$ cat config.mk
export PLATFORM = sky130hd
export DESIGN_NAME = uart_reg_link
export DESIGN_NICKNAME = d
export VERILOG_FILES = /design/src/design/uart_link_pkg.sv /design/src/design/uart_reg_link.sv /design/src/design/uart_reg_slave.sv /design/src/design/uart_cmd_master.sv /design/src/design/uart_rx_frame.sv /design/src/design/uart_tx_frame.sv
export SDC_FILE = /design/constraint.sdc
export NUM_CORES = 2
export LEC_CHECK = 0
export BUFFER_PORTS_ARGS = -buffer_cell sky130_fd_sc_hd__clkbuf_2
export CAP_MARGIN = 20
export CELL_PAD_IN_SITES_DETAIL_PLACEMENT = 0
export CELL_PAD_IN_SITES_GLOBAL_PLACEMENT = 2
export CORE_UTILIZATION = 48
export DETAILED_ROUTE_END_ITERATION = 12
export PLACE_DENSITY = 0.85
export SKIP_LAST_GASP = 1
export SLEW_MARGIN = 20
export SYNTH_ARGS = -nofsm -noshare
export SYNTH_HDL_FRONTEND = slang
export SYNTH_SLANG_ARGS = --single-unit
$ cat constraint.sdc
create_clock -name clk -period 4 [get_ports clk]
set_input_delay 0.4 -clock clk [delete_from_list [all_inputs] [get_ports clk]]
set_output_delay 0.4 -clock clk [all_outputs]
set_load 0.02 [all_outputs]
$ cat src/design/uart_link_pkg.sv
package uart_link_pkg;

  localparam int DATA_BITS    = 8;
  localparam int ADDR_BITS    = 7;
  localparam int FRAME_BITS   = 11;  // Start, eight data, parity and stop
  localparam int CLKS_PER_BIT = 16;
  localparam int GAP_BITS     = 2;   // Idle bit-times between bytes
  localparam int REG_DEPTH    = 128;

  localparam int CLK_CNT_W = $clog2(2 * CLKS_PER_BIT);  // Room for the stop bit and a half
  localparam int GAP_CNT_W = $clog2(GAP_BITS * CLKS_PER_BIT);
  localparam int BIT_IDX_W = $clog2(DATA_BITS);

  typedef struct packed {
    logic                 wr;
    logic [ADDR_BITS-1:0] addr;
    logic [DATA_BITS-1:0] data;
  } link_cmd_t;

  typedef enum logic [2:0] {
    IDLE,
    START,
    DATA,
    PARITY,
    STOP
  } frame_state_e;

endpackage
$ cat src/design/uart_reg_link.sv
`timescale 1ns/1ps

module uart_reg_link
  import uart_link_pkg::*;
(
  input  logic                 clk,
  input  logic                 rst_n,
  input  link_cmd_t            cmd,
  input  logic                 cmd_vld,
  output logic                 cmd_rdy,
  output logic [DATA_BITS-1:0] read_data,
  output logic                 read_rdy,
  output logic                 read_err
);

  logic m2s;  // Master to slave
  logic s2m;  // Slave to master

  uart_cmd_master i_uart_cmd_master (
    .clk       (clk),
    .rst_n     (rst_n),
    .cmd       (cmd),
    .cmd_vld   (cmd_vld),
    .cmd_rdy   (cmd_rdy),
    .read_data (read_data),
    .read_rdy  (read_rdy),
    .read_err  (read_err),
    .tx        (m2s),
    .rx        (s2m)
  );

  uart_reg_slave i_uart_reg_slave (
    .clk   (clk),
    .rst_n (rst_n),
    .rx    (m2s),
    .tx    (s2m)
  );

endmodule

$ cat src/design/uart_reg_slave.sv
`timescale 1ns/1ps

module uart_reg_slave
  import uart_link_pkg::*;
(
  input  logic clk,
  input  logic rst_n,
  input  logic rx,
  output logic tx
);

  typedef enum logic [1:0] {
    S_ADDR,
    S_WDATA,
    S_GAP,
    S_REPLY
  } slave_state_e;

  slave_state_e         state;
  logic [DATA_BITS-1:0] regs [REG_DEPTH];
  logic [ADDR_BITS-1:0] addr_q;
  logic [GAP_CNT_W-1:0] gap_cnt;
  logic [DATA_BITS-1:0] tx_byte;
  logic                 tx_start;
  logic                 tx_busy;
  logic [DATA_BITS-1:0] rx_data;
  logic                 rx_valid;
  logic                 rx_par_err;

  always_ff @(posedge clk or negedge rst_n)
  begin
    if (!rst_n)
    begin
      state    <= S_ADDR;
      gap_cnt  <= '0;
      tx_start <= 1'b0;
      for (int i = 0; i < REG_DEPTH; i++)
        regs[i] <= '0;
    end
    else
    begin
      tx_start <= 1'b0;
      case (state)
        S_ADDR:
          if (rx_valid && !rx_par_err)
          begin
            gap_cnt <= '0;
            state   <= rx_data[DATA_BITS-1] ? S_WDATA : S_GAP;  // Top bit is the write flag
          end
        S_WDATA:
          if (rx_valid)
          begin
            if (!rx_par_err)
              regs[addr_q] <= rx_data;
            state <= S_ADDR;  // A bad data byte drops the whole write
          end
        S_GAP:
        begin
          gap_cnt <= gap_cnt + 1'b1;
          if (gap_cnt == GAP_CNT_W'(GAP_BITS * CLKS_PER_BIT - 1))
          begin
            tx_start <= 1'b1;
            state    <= S_REPLY;
          end
        end
        default:
          if (!tx_busy && !tx_start)
            state <= S_ADDR;
      endcase
    end
  end

  always_ff @(posedge clk)
  begin
    if (state == S_ADDR && rx_valid)
      addr_q <= rx_data[ADDR_BITS-1:0];
    if (state == S_GAP)
      tx_byte <= regs[addr_q];
  end

  uart_rx_frame i_uart_rx_frame (
    .clk        (clk),
    .rst_n      (rst_n),
    .rx         (rx),
    .rx_data    (rx_data),
    .rx_valid   (rx_valid),
    .rx_par_err (rx_par_err)
  );

  uart_tx_frame i_uart_tx_frame (
    .clk      (clk),
    .rst_n    (rst_n),
    .tx_data  (tx_byte),
    .tx_start (tx_start),
    .tx_busy  (tx_busy),
    .tx       (tx)
  );

endmodule

$ cat src/design/uart_cmd_master.sv
`timescale 1ns/1ps

module uart_cmd_master
  import uart_link_pkg::*;
(
  input  logic                 clk,
  input  logic                 rst_n,
  input  link_cmd_t            cmd,
  input  logic                 cmd_vld,
  output logic                 cmd_rdy,
  output logic [DATA_BITS-1:0] read_data,
  output logic                 read_rdy,
  output logic                 read_err,
  output logic                 tx,
  input  logic                 rx
);

  typedef enum logic [2:0] {
    M_IDLE,
    M_ADDR,
    M_GAP,
    M_DATA,
    M_WAIT,
    M_DONE
  } master_state_e;

  master_state_e        state;
  link_cmd_t            cmd_q;
  logic [GAP_CNT_W-1:0] gap_cnt;
  logic [DATA_BITS-1:0] tx_byte;
  logic                 tx_start;
  logic                 tx_busy;
  logic                 tx_done;
  logic [DATA_BITS-1:0] rx_data;
  logic                 rx_valid;
  logic                 rx_par_err;

  assign cmd_rdy = (state == M_IDLE);
  assign tx_done = !tx_busy && !tx_start;  // The start pulse is still on its way into the frame

  always_ff @(posedge clk or negedge rst_n)
  begin
    if (!rst_n)
    begin
      state    <= M_IDLE;
      gap_cnt  <= '0;
      tx_start <= 1'b0;
      read_rdy <= 1'b0;
      read_err <= 1'b0;
    end
    else
    begin
      tx_start <= 1'b0;
      read_rdy <= 1'b0;
      case (state)
        M_IDLE:
          if (cmd_vld)
          begin
            tx_start <= 1'b1;
            state    <= M_ADDR;
          end
        M_ADDR:
          if (tx_done)
          begin
            gap_cnt <= '0;
            state   <= cmd_q.wr ? M_GAP : M_WAIT;
          end
        M_GAP:
        begin
          gap_cnt <= gap_cnt + 1'b1;
          if (gap_cnt == GAP_CNT_W'(GAP_BITS * CLKS_PER_BIT - 1))
          begin
            tx_start <= 1'b1;
            state    <= M_DATA;
          end
        end
        M_DATA:
          if (tx_done)
            state <= M_DONE;
        M_WAIT:
          if (rx_valid)
          begin
            read_err <= rx_par_err;
            state    <= M_DONE;
          end
        default:
        begin
          read_rdy <= !cmd_q.wr;  // Rises with cmd_rdy
          state    <= M_IDLE;
        end
      endcase
    end
  end

  always_ff @(posedge clk)
  begin
    if (state == M_IDLE && cmd_vld)
    begin
      cmd_q   <= cmd;
      tx_byte <= {cmd.wr, cmd.addr};
    end
    else if (state == M_GAP)
      tx_byte <= cmd_q.data;
    if (state == M_WAIT && rx_valid)
      read_data <= rx_data;
  end

  uart_tx_frame i_uart_tx_frame (
    .clk      (clk),
    .rst_n    (rst_n),
    .tx_data  (tx_byte),
    .tx_start (tx_start),
    .tx_busy  (tx_busy),
    .tx       (tx)
  );

  uart_rx_frame i_uart_rx_frame (
    .clk        (clk),
    .rst_n      (rst_n),
    .rx         (rx),
    .rx_data    (rx_data),
    .rx_valid   (rx_valid),
    .rx_par_err (rx_par_err)
  );

endmodule

$ cat src/design/uart_rx_frame.sv
`timescale 1ns/1ps

module uart_rx_frame
  import uart_link_pkg::*;
(
  input  logic                 clk,
  input  logic                 rst_n,
  input  logic                 rx,
  output logic [DATA_BITS-1:0] rx_data,
  output logic                 rx_valid,
  output logic                 rx_par_err
);

  frame_state_e         state;
  logic [CLK_CNT_W-1:0] clk_cnt;
  logic [BIT_IDX_W-1:0] bit_idx;
  logic                 rx_meta;
  logic                 rx_sync;
  logic                 bit_tick;

  assign bit_tick = (clk_cnt == CLK_CNT_W'(CLKS_PER_BIT - 1));

  always_ff @(posedge clk or negedge rst_n)
  begin
    if (!rst_n)
    begin
      rx_meta <= 1'b1;  // Line idles high
      rx_sync <= 1'b1;
    end
    else
    begin
      rx_meta <= rx;
      rx_sync <= rx_meta;
    end
  end

  always_ff @(posedge clk or negedge rst_n)
  begin
    if (!rst_n)
    begin
      state      <= IDLE;
      clk_cnt    <= '0;
      bit_idx    <= '0;
      rx_valid   <= 1'b0;
      rx_par_err <= 1'b0;
    end
    else
    begin
      rx_valid <= 1'b0;
      clk_cnt  <= clk_cnt + 1'b1;
      case (state)
        IDLE:
        begin
          clk_cnt <= '0;
          if (!rx_sync)
            state <= START;
        end
        START:
          if (clk_cnt == CLK_CNT_W'(CLKS_PER_BIT / 2 - 1))
          begin
            clk_cnt <= '0;
            bit_idx <= '0;
            state   <= rx_sync ? IDLE : DATA;  // A short low pulse is only a glitch
          end
        DATA:
          if (bit_tick)
          begin
            clk_cnt <= '0;
            bit_idx <= bit_idx + 1'b1;
            if (bit_idx == BIT_IDX_W'(DATA_BITS - 1))
              state <= PARITY;
          end
        PARITY:
          if (bit_tick)
          begin
            clk_cnt    <= '0;
            rx_par_err <= (rx_sync != ^rx_data);
            state      <= STOP;
          end
        default:
          // Report once the stop bit has run out
          if (clk_cnt == CLK_CNT_W'(CLKS_PER_BIT + CLKS_PER_BIT / 2 - 1))
          begin
            rx_valid <= 1'b1;
            state    <= IDLE;
          end
      endcase
    end
  end

  always_ff @(posedge clk)
  begin
    if (state == DATA && bit_tick)
      rx_data <= {rx_sync, rx_data[DATA_BITS-1:1]};  // Bits arrive LSB first
  end

endmodule

$ cat src/design/uart_tx_frame.sv
`timescale 1ns/1ps

module uart_tx_frame
  import uart_link_pkg::*;
(
  input  logic                 clk,
  input  logic                 rst_n,
  input  logic [DATA_BITS-1:0] tx_data,
  input  logic                 tx_start,
  output logic                 tx_busy,
  output logic                 tx
);

  frame_state_e         state;
  logic [CLK_CNT_W-1:0] clk_cnt;
  logic [BIT_IDX_W-1:0] bit_idx;
  logic [DATA_BITS-1:0] shreg;
  logic                 par_bit;
  logic                 bit_tick;

  assign bit_tick = (clk_cnt == CLK_CNT_W'(CLKS_PER_BIT - 1));
  assign tx_busy  = (state != IDLE);

  always_ff @(posedge clk or negedge rst_n)
  begin
    if (!rst_n)
    begin
      state   <= IDLE;
      clk_cnt <= '0;
      bit_idx <= '0;
    end
    else if (state == IDLE)
    begin
      clk_cnt <= '0;
      if (tx_start)
        state <= START;
    end
    else if (!bit_tick)
      clk_cnt <= clk_cnt + 1'b1;
    else
    begin
      clk_cnt <= '0;
      case (state)
        START:
        begin
          bit_idx <= '0;
          state   <= DATA;
        end
        DATA:
        begin
          bit_idx <= bit_idx + 1'b1;
          if (bit_idx == BIT_IDX_W'(DATA_BITS - 1))
            state <= PARITY;
        end
        PARITY:  state <= STOP;
        default: state <= IDLE;
      endcase
    end
  end

  always_ff @(posedge clk)
  begin
    if (state == IDLE && tx_start)
    begin
      shreg   <= tx_data;
      par_bit <= ^tx_data;  // Even parity over the data byte
    end
    else if (state == DATA && bit_tick)
      shreg <= shreg >> 1;  // LSB goes out first
  end

  always_comb
  begin
    case (state)
      START:   tx = 1'b0;
      DATA:    tx = shreg[0];
      PARITY:  tx = par_bit;
      default: tx = 1'b1;
    endcase
  end

endmodule

* After elaboration in Yosys (flattened, before gate mapping)
Index checks and enable logic that the tools add are counted.
** Storage, ports and cells
- Bits in registers :: 1169
- Output and inout bits :: 11
** Operators by class
- $add $sub $neg :: 10
- $lt $le $gt $ge :: 2
- Equality and inequality tests :: 56
- Multiplexer cells :: 85
- Bitwise operators :: 4
- Reductions and logical operators :: 66
** Operators with widths (number)
- bitwise mux 1024 bit :: 1
- two-way mux 3 bit :: 30
- two-way mux 8 bit :: 9
- binary-select mux 8 bit (select 7 bit) :: 1
- demux 8 bit (select 7 bit) :: 1
- two-way mux 5 bit :: 10
- XOR reduction 8 bit :: 4
- adder 5 x 1 -> 5 bit (second input constant) :: 6
- == test 3 x 2 -> 1 bit (second input constant) :: 10
- case mux 5 bit (3 select lines) :: 2
- inequality test 2 bit (second input constant) :: 13
- case mux 3 bit (2 select lines) :: 4
- case mux 3 bit (4 select lines) :: 2
- nonzero test 2 bit :: 11
- AND reduction 3 bit :: 7
- == test 5 x 4 -> 1 bit (second input constant) :: 4
- == test 5 bit (second input constant) :: 4
- case mux 5 bit (2 select lines) :: 2
- case mux 3 bit (3 select lines) :: 2
- == test 3 x 1 -> 1 bit (second input constant) :: 5
- == test 3 bit (second input constant) :: 5
- zero test 3 bit :: 5
- case mux 3 bit (5 select lines) :: 1
- two-way mux 2 bit :: 7
- other kinds (28) :: 77

* Longest topological paths before layout
- Word-level depth :: 6
- Depth in mapped cells :: 10
- Mapped depth without buffers :: 8

* By module
From an unflattened synthesis, not the netlist that was laid out.
** Second synthesis, totals
- Cell total of the unflattened synthesis :: 4105
- Area, all modules :: 53566.4 µm²
** Modules (own cells, without submodules)
- uart_reg_slave :: instances 1, cells an instance 3684, area each 47810.9 µm²
- uart_rx_frame :: instances 2, cells an instance 84, area each 1086.0 µm²
- uart_cmd_master :: instances 1, cells an instance 85, area each 1502.7 µm²
- uart_tx_frame at i_uart_reg_slave.i_uart_tx_frame :: instances 1, cells an instance 85, area each 1043.5 µm²
- uart_tx_frame at i_uart_cmd_master.i_uart_tx_frame :: instances 1, cells an instance 83, area each 1037.2 µm²

* Worst setup path after synthesis
Ideal clock, no wire load.
- Kind :: register to register
- Start point :: reg i_uart_reg_slave.addr_q[0]
- End point :: reg i_uart_reg_slave.tx_byte[0], data pin
- Data arrival time :: 2695 ps
- Data required time :: 3740 ps
- Path slack :: 1045 ps
- Cell stages (with the launch flop) :: 7
- Path buffers :: 2
- Path through :: edfxtp_1 > buf_2 > buf_1 > mux4_2 > mux4_2 > mux4_2 > mux2_2
** Between the ends
- Cells in the longest elaborated chain, start to end :: 4
** RTL lines
- start, declared :: RTL line uart_reg_slave.sv:21 : logic [ADDR_BITS-1:0] addr_q;
- start signal, assigned :: RTL line uart_reg_slave.sv:76 : addr_q <= rx_data[ADDR_BITS-1:0];
- NOT 7 -> 8 bit (implied by the code) :: RTL line uart_reg_slave.sv:78 : tx_byte <= regs[addr_q];
- binary-select mux 8 bit (select 7 bit) :: RTL line uart_reg_slave.sv:78
- two-way mux 8 bit (implied by the code) (2 in a row) :: RTL line uart_reg_slave.sv:78
- end signal, assigned :: RTL line uart_reg_slave.sv:78
- end, declared :: RTL line uart_reg_slave.sv:23 : logic [DATA_BITS-1:0] tx_byte;
No other way between the ends. The select of a mux whose other input is x is not followed.
A chain may end at the register's enable or synchronous reset.

* Worst setup path after layout
- Start point :: reg i_uart_reg_slave.addr_q[0]
- End point :: reg i_uart_reg_slave.tx_byte[4], data pin
Same word-level chain as after synthesis.

==> metrics.txt <==
Clock Path Buffers 3; # resized after CTS 0; Max-Slew Margin vs Limit between 30% and 40%; TritonCTS clock tree yes; CTS buffer count 120; First-pass DRT Iterations 5; row count between 100 and 150; post-synth top area share 51.8%; Syn Nets around 3300; Iter 0 DRT Violations around 2200; Area contributors post-synth dfrtp_1 (52%), mux2_2 (22%), mux4_2 (14%); most frequent cells in the layout dfrtp_1 (1091), mux2_2 (1043), mux4_2 (336), nand2_1 (126), clkbuf_16 (122); Hold-fix buffers, CTS 17; clock share of power between 40% and 50%; data required time of the worst path between 4 and 5 ns; Fin Setup TNS 0 ns; Slew Limit Fails 0; multi-input logic area ~0.022 sq mm; GR peak layer met2; Final Core Density 54.4%; Sinks on Clock Net between 1000 and 1500; Clk Latency, worst-skew pair around 0.73 ns; Die Height ~330 um; final setup violating endpoints 0; Initial Util between 40 and 50%; Tmin final about 3.4 ns; register area share after synthesis a little under three fifths; DR vias 29311; Pint between 15 and 20 mW; Synth-to-Final Area Change 12.5%; Clock Tree Root clkbuf_16; PD cells around 420 mW/mm^2; synthesized area per cell 16.0 sq um; worst hold-check path type in2reg; RSZ-0062 raised after global routing false; RePlAce Congestion 0.806; GRT overflow 0; commonest non-fill, non-tap cell in the layout dfrtp_1; Netlist cell types between 40 and 50; Main synth FF type dfrtp_1; crit path kind reg2reg; number of global-route vias before repair approximately 32000; netlist area before placement between 0.05 and 0.06 sq mm; Comb power frac 4.0%; Sw Pwr around 5.6 mW; yosys warns 0; Syn Inst Count between 3000 and 4000; Worst Slack Setup Final roughly 0.65 ns; layout cells sized above 1 50.6%; status finished, final reports clean; drc violations 0; layout net count 3410; Clock transition at path regs ~0.06 ns; largest area contributor in the netlist dfrtp_1; Flop pwr share around half; Total Routed Length between 100 and 150 mm; EDFF count, synth 74; number of vias per cell about 6; FF+latch area roughly 0.03 sq mm; initial antenna violation count 5; Tot GR Track Use between 20% and 30%; max-capacitance violation count 0; met3 Track Usage GR roughly 3.6%; Worst Skew around 0.036 ns; Worst-Margin Slew 0.967 ns; Leakage between 20 and 30 nW; largest net degree at the start of global routing 133; met2 track demand over resource ~37%; htree depth 3; first-pass GRT wire length ~200 mm; CP arrival ~3.8 ns; Die Wd ~330 um; hold slack roughly 0.22 ns; Final Hold Viols 0; # IOs 30; filler cell count about 8500; Avg WL per Cell between 20 and 30 um; Place WS ~0.65 ns; Net Sw Frac roughly 22%; post-synthesis register bit count about 1200; HPWL after detailed placement about 81 mm; Std-Cell Core Area approximately 0.11 sq mm; crit path launch type flop; Peak Freq a little under 300 MHz; met1 usage between 30% and 40%; Setup Buffers After CTS 0; period utilisation layout between 80% and 90%; Port-buffer cells 29; largest vdd supply drop about 0.35 mV; CP max FO 21; total power around 25 mW; Die ar. roughly 0.11 sq mm; Synth async-reset ratio a little over nine tenths; antenna-violating nets left 0; Setup crit end kind flop
synthesized netlist by cell type (3+ instances only):
cell,count
nand2b_1,13
nand3_1,19
o22ai_1,3
nor3b_1,3
buf_2,27
nor2b_1,18
inv_1,16
nand2_1,126
a21oi_1,15
o2bb2ai_1,7
clkbuf_1,175
and2_1,7
dfstp_2,4
or2_2,5
xnor2_1,32
or3_1,5
mux2i_1,5
mux4_2,336
nor3_1,17
xor2_1,7
nor2_2,7
a31oi_1,9
buf_6,3
mux2_2,1043
ha_1,23
edfxtp_1,74
o21ai_0,32
a22o_1,8
nor2_1,107
and3_1,8
buf_1,14
dfrtp_1,1091
sequential cells by signal (all words and copies together), names as in the netlist, 5 cells and up:
register,cells
i_uart_cmd_master.i_uart_rx_frame.rx_data,8
i_uart_reg_slave.i_uart_rx_frame.rx_data,8
i_uart_reg_slave.i_uart_tx_frame.shreg,8
i_uart_cmd_master.gap_cnt,5
i_uart_cmd_master.tx_byte,8
i_uart_reg_slave.tx_byte,8
i_uart_cmd_master.i_uart_tx_frame.clk_cnt,5
i_uart_cmd_master.cmd_q,9
i_uart_reg_slave.gap_cnt,5
i_uart_reg_slave.addr_q,7
i_uart_cmd_master.read_data,8
i_uart_reg_slave.i_uart_rx_frame.clk_cnt,5
i_uart_reg_slave.regs,1024
i_uart_cmd_master.i_uart_tx_frame.shreg,8
i_uart_cmd_master.i_uart_rx_frame.clk_cnt,5
i_uart_reg_slave.i_uart_tx_frame.clk_cnt,5
cell families after synthesis:
group	synth area share, %
muxes	36.8
and+or+nand+nor	2.96
adders and majority gates	0.546
AOI/OAI and AO/OA	1.03
DFF	56.2
buffers and inverters	1.81
xor gates and xnor gates	0.648
stage by stage:
stage	instances	cell area (sq um)
2_1_floorplan	3283	52700
3_3_place_gp	4642	55000
3_5_place_dp	4642	55000
4_1_cts	4884	59200
5_1_grt	4885	59300
6_report	4886	59300
area by class of cell:
type / count / area share [%]
tap: 1414 / 2.99
timing repair buffer: 184 / 2.80
multi-input combinational: 1877 / 37.3
inverter: 16 / 0.101
clock buffer: 172 / 5.86
antenna: 1 / 0.00422
sequential: 1169 / 50.0
clock inverter: 53 / 0.948
per-layer routing:
metal  vias up  part of all wire, %
li1      12455                    -
met1     15965                   44
met2       673                   48
met3       218                  4.9
met4         0                  3.0
met5         -                    0
power by group through the flow:
| stage | Sequential (mW) | Clock, mW | Combinational (mW) |
|---|---|---|---|
| finish | 12.4 | 11.4 | 0.995 |
| global route | 12.4 | 12.1 | 1.13 |
| CTS | 12.4 | 11.6 | 1.02 |
| detailed placement | 12.6 | 0 | 0.998 |
| global placement | 12.6 | 0 | 0.937 |
| floorplan | 12.5 | 0 | 0.624 |
path summary, 6_finish.rpt:
check	start	to	slack, ns	cells past startpoint
max	i_uart_reg_slave.addr_q[0]$_DFFE_PP_	i_uart_reg_slave.tx_byte[4]$_DFFE_PP_	0.65	6
min	cmd_vld	i_uart_cmd_master.state[0]$_DFFE_PN0P_	0.22	5
max reg2reg	i_uart_reg_slave.addr_q[0]$_DFFE_PP_	i_uart_reg_slave.tx_byte[4]$_DFFE_PP_	0.65	6
min reg2reg	i_uart_reg_slave.i_uart_rx_frame.rx_meta$_DFF_PN1_	i_uart_reg_slave.i_uart_rx_frame.rx_sync$_DFF_PN1_	0.36	0
min in group asynchronous	rst_n	i_uart_cmd_master.i_uart_rx_frame.clk_cnt[3]$_DFF_PN0_	0.27	2
max in group asynchronous	rst_n	i_uart_reg_slave.regs[673]$_DFFE_PN0P_	2.49	4
worst max-delay path, cell delays in order (launching register included):
cell	delay (ns)
edfxtp_1	0.40
buf_4	0.25
buf_4	0.41
mux4_2	0.57
mux4_2	0.60
mux4_2	0.55
mux2_2	0.29
No activity file was read; power rests on OpenSTA's default activity.
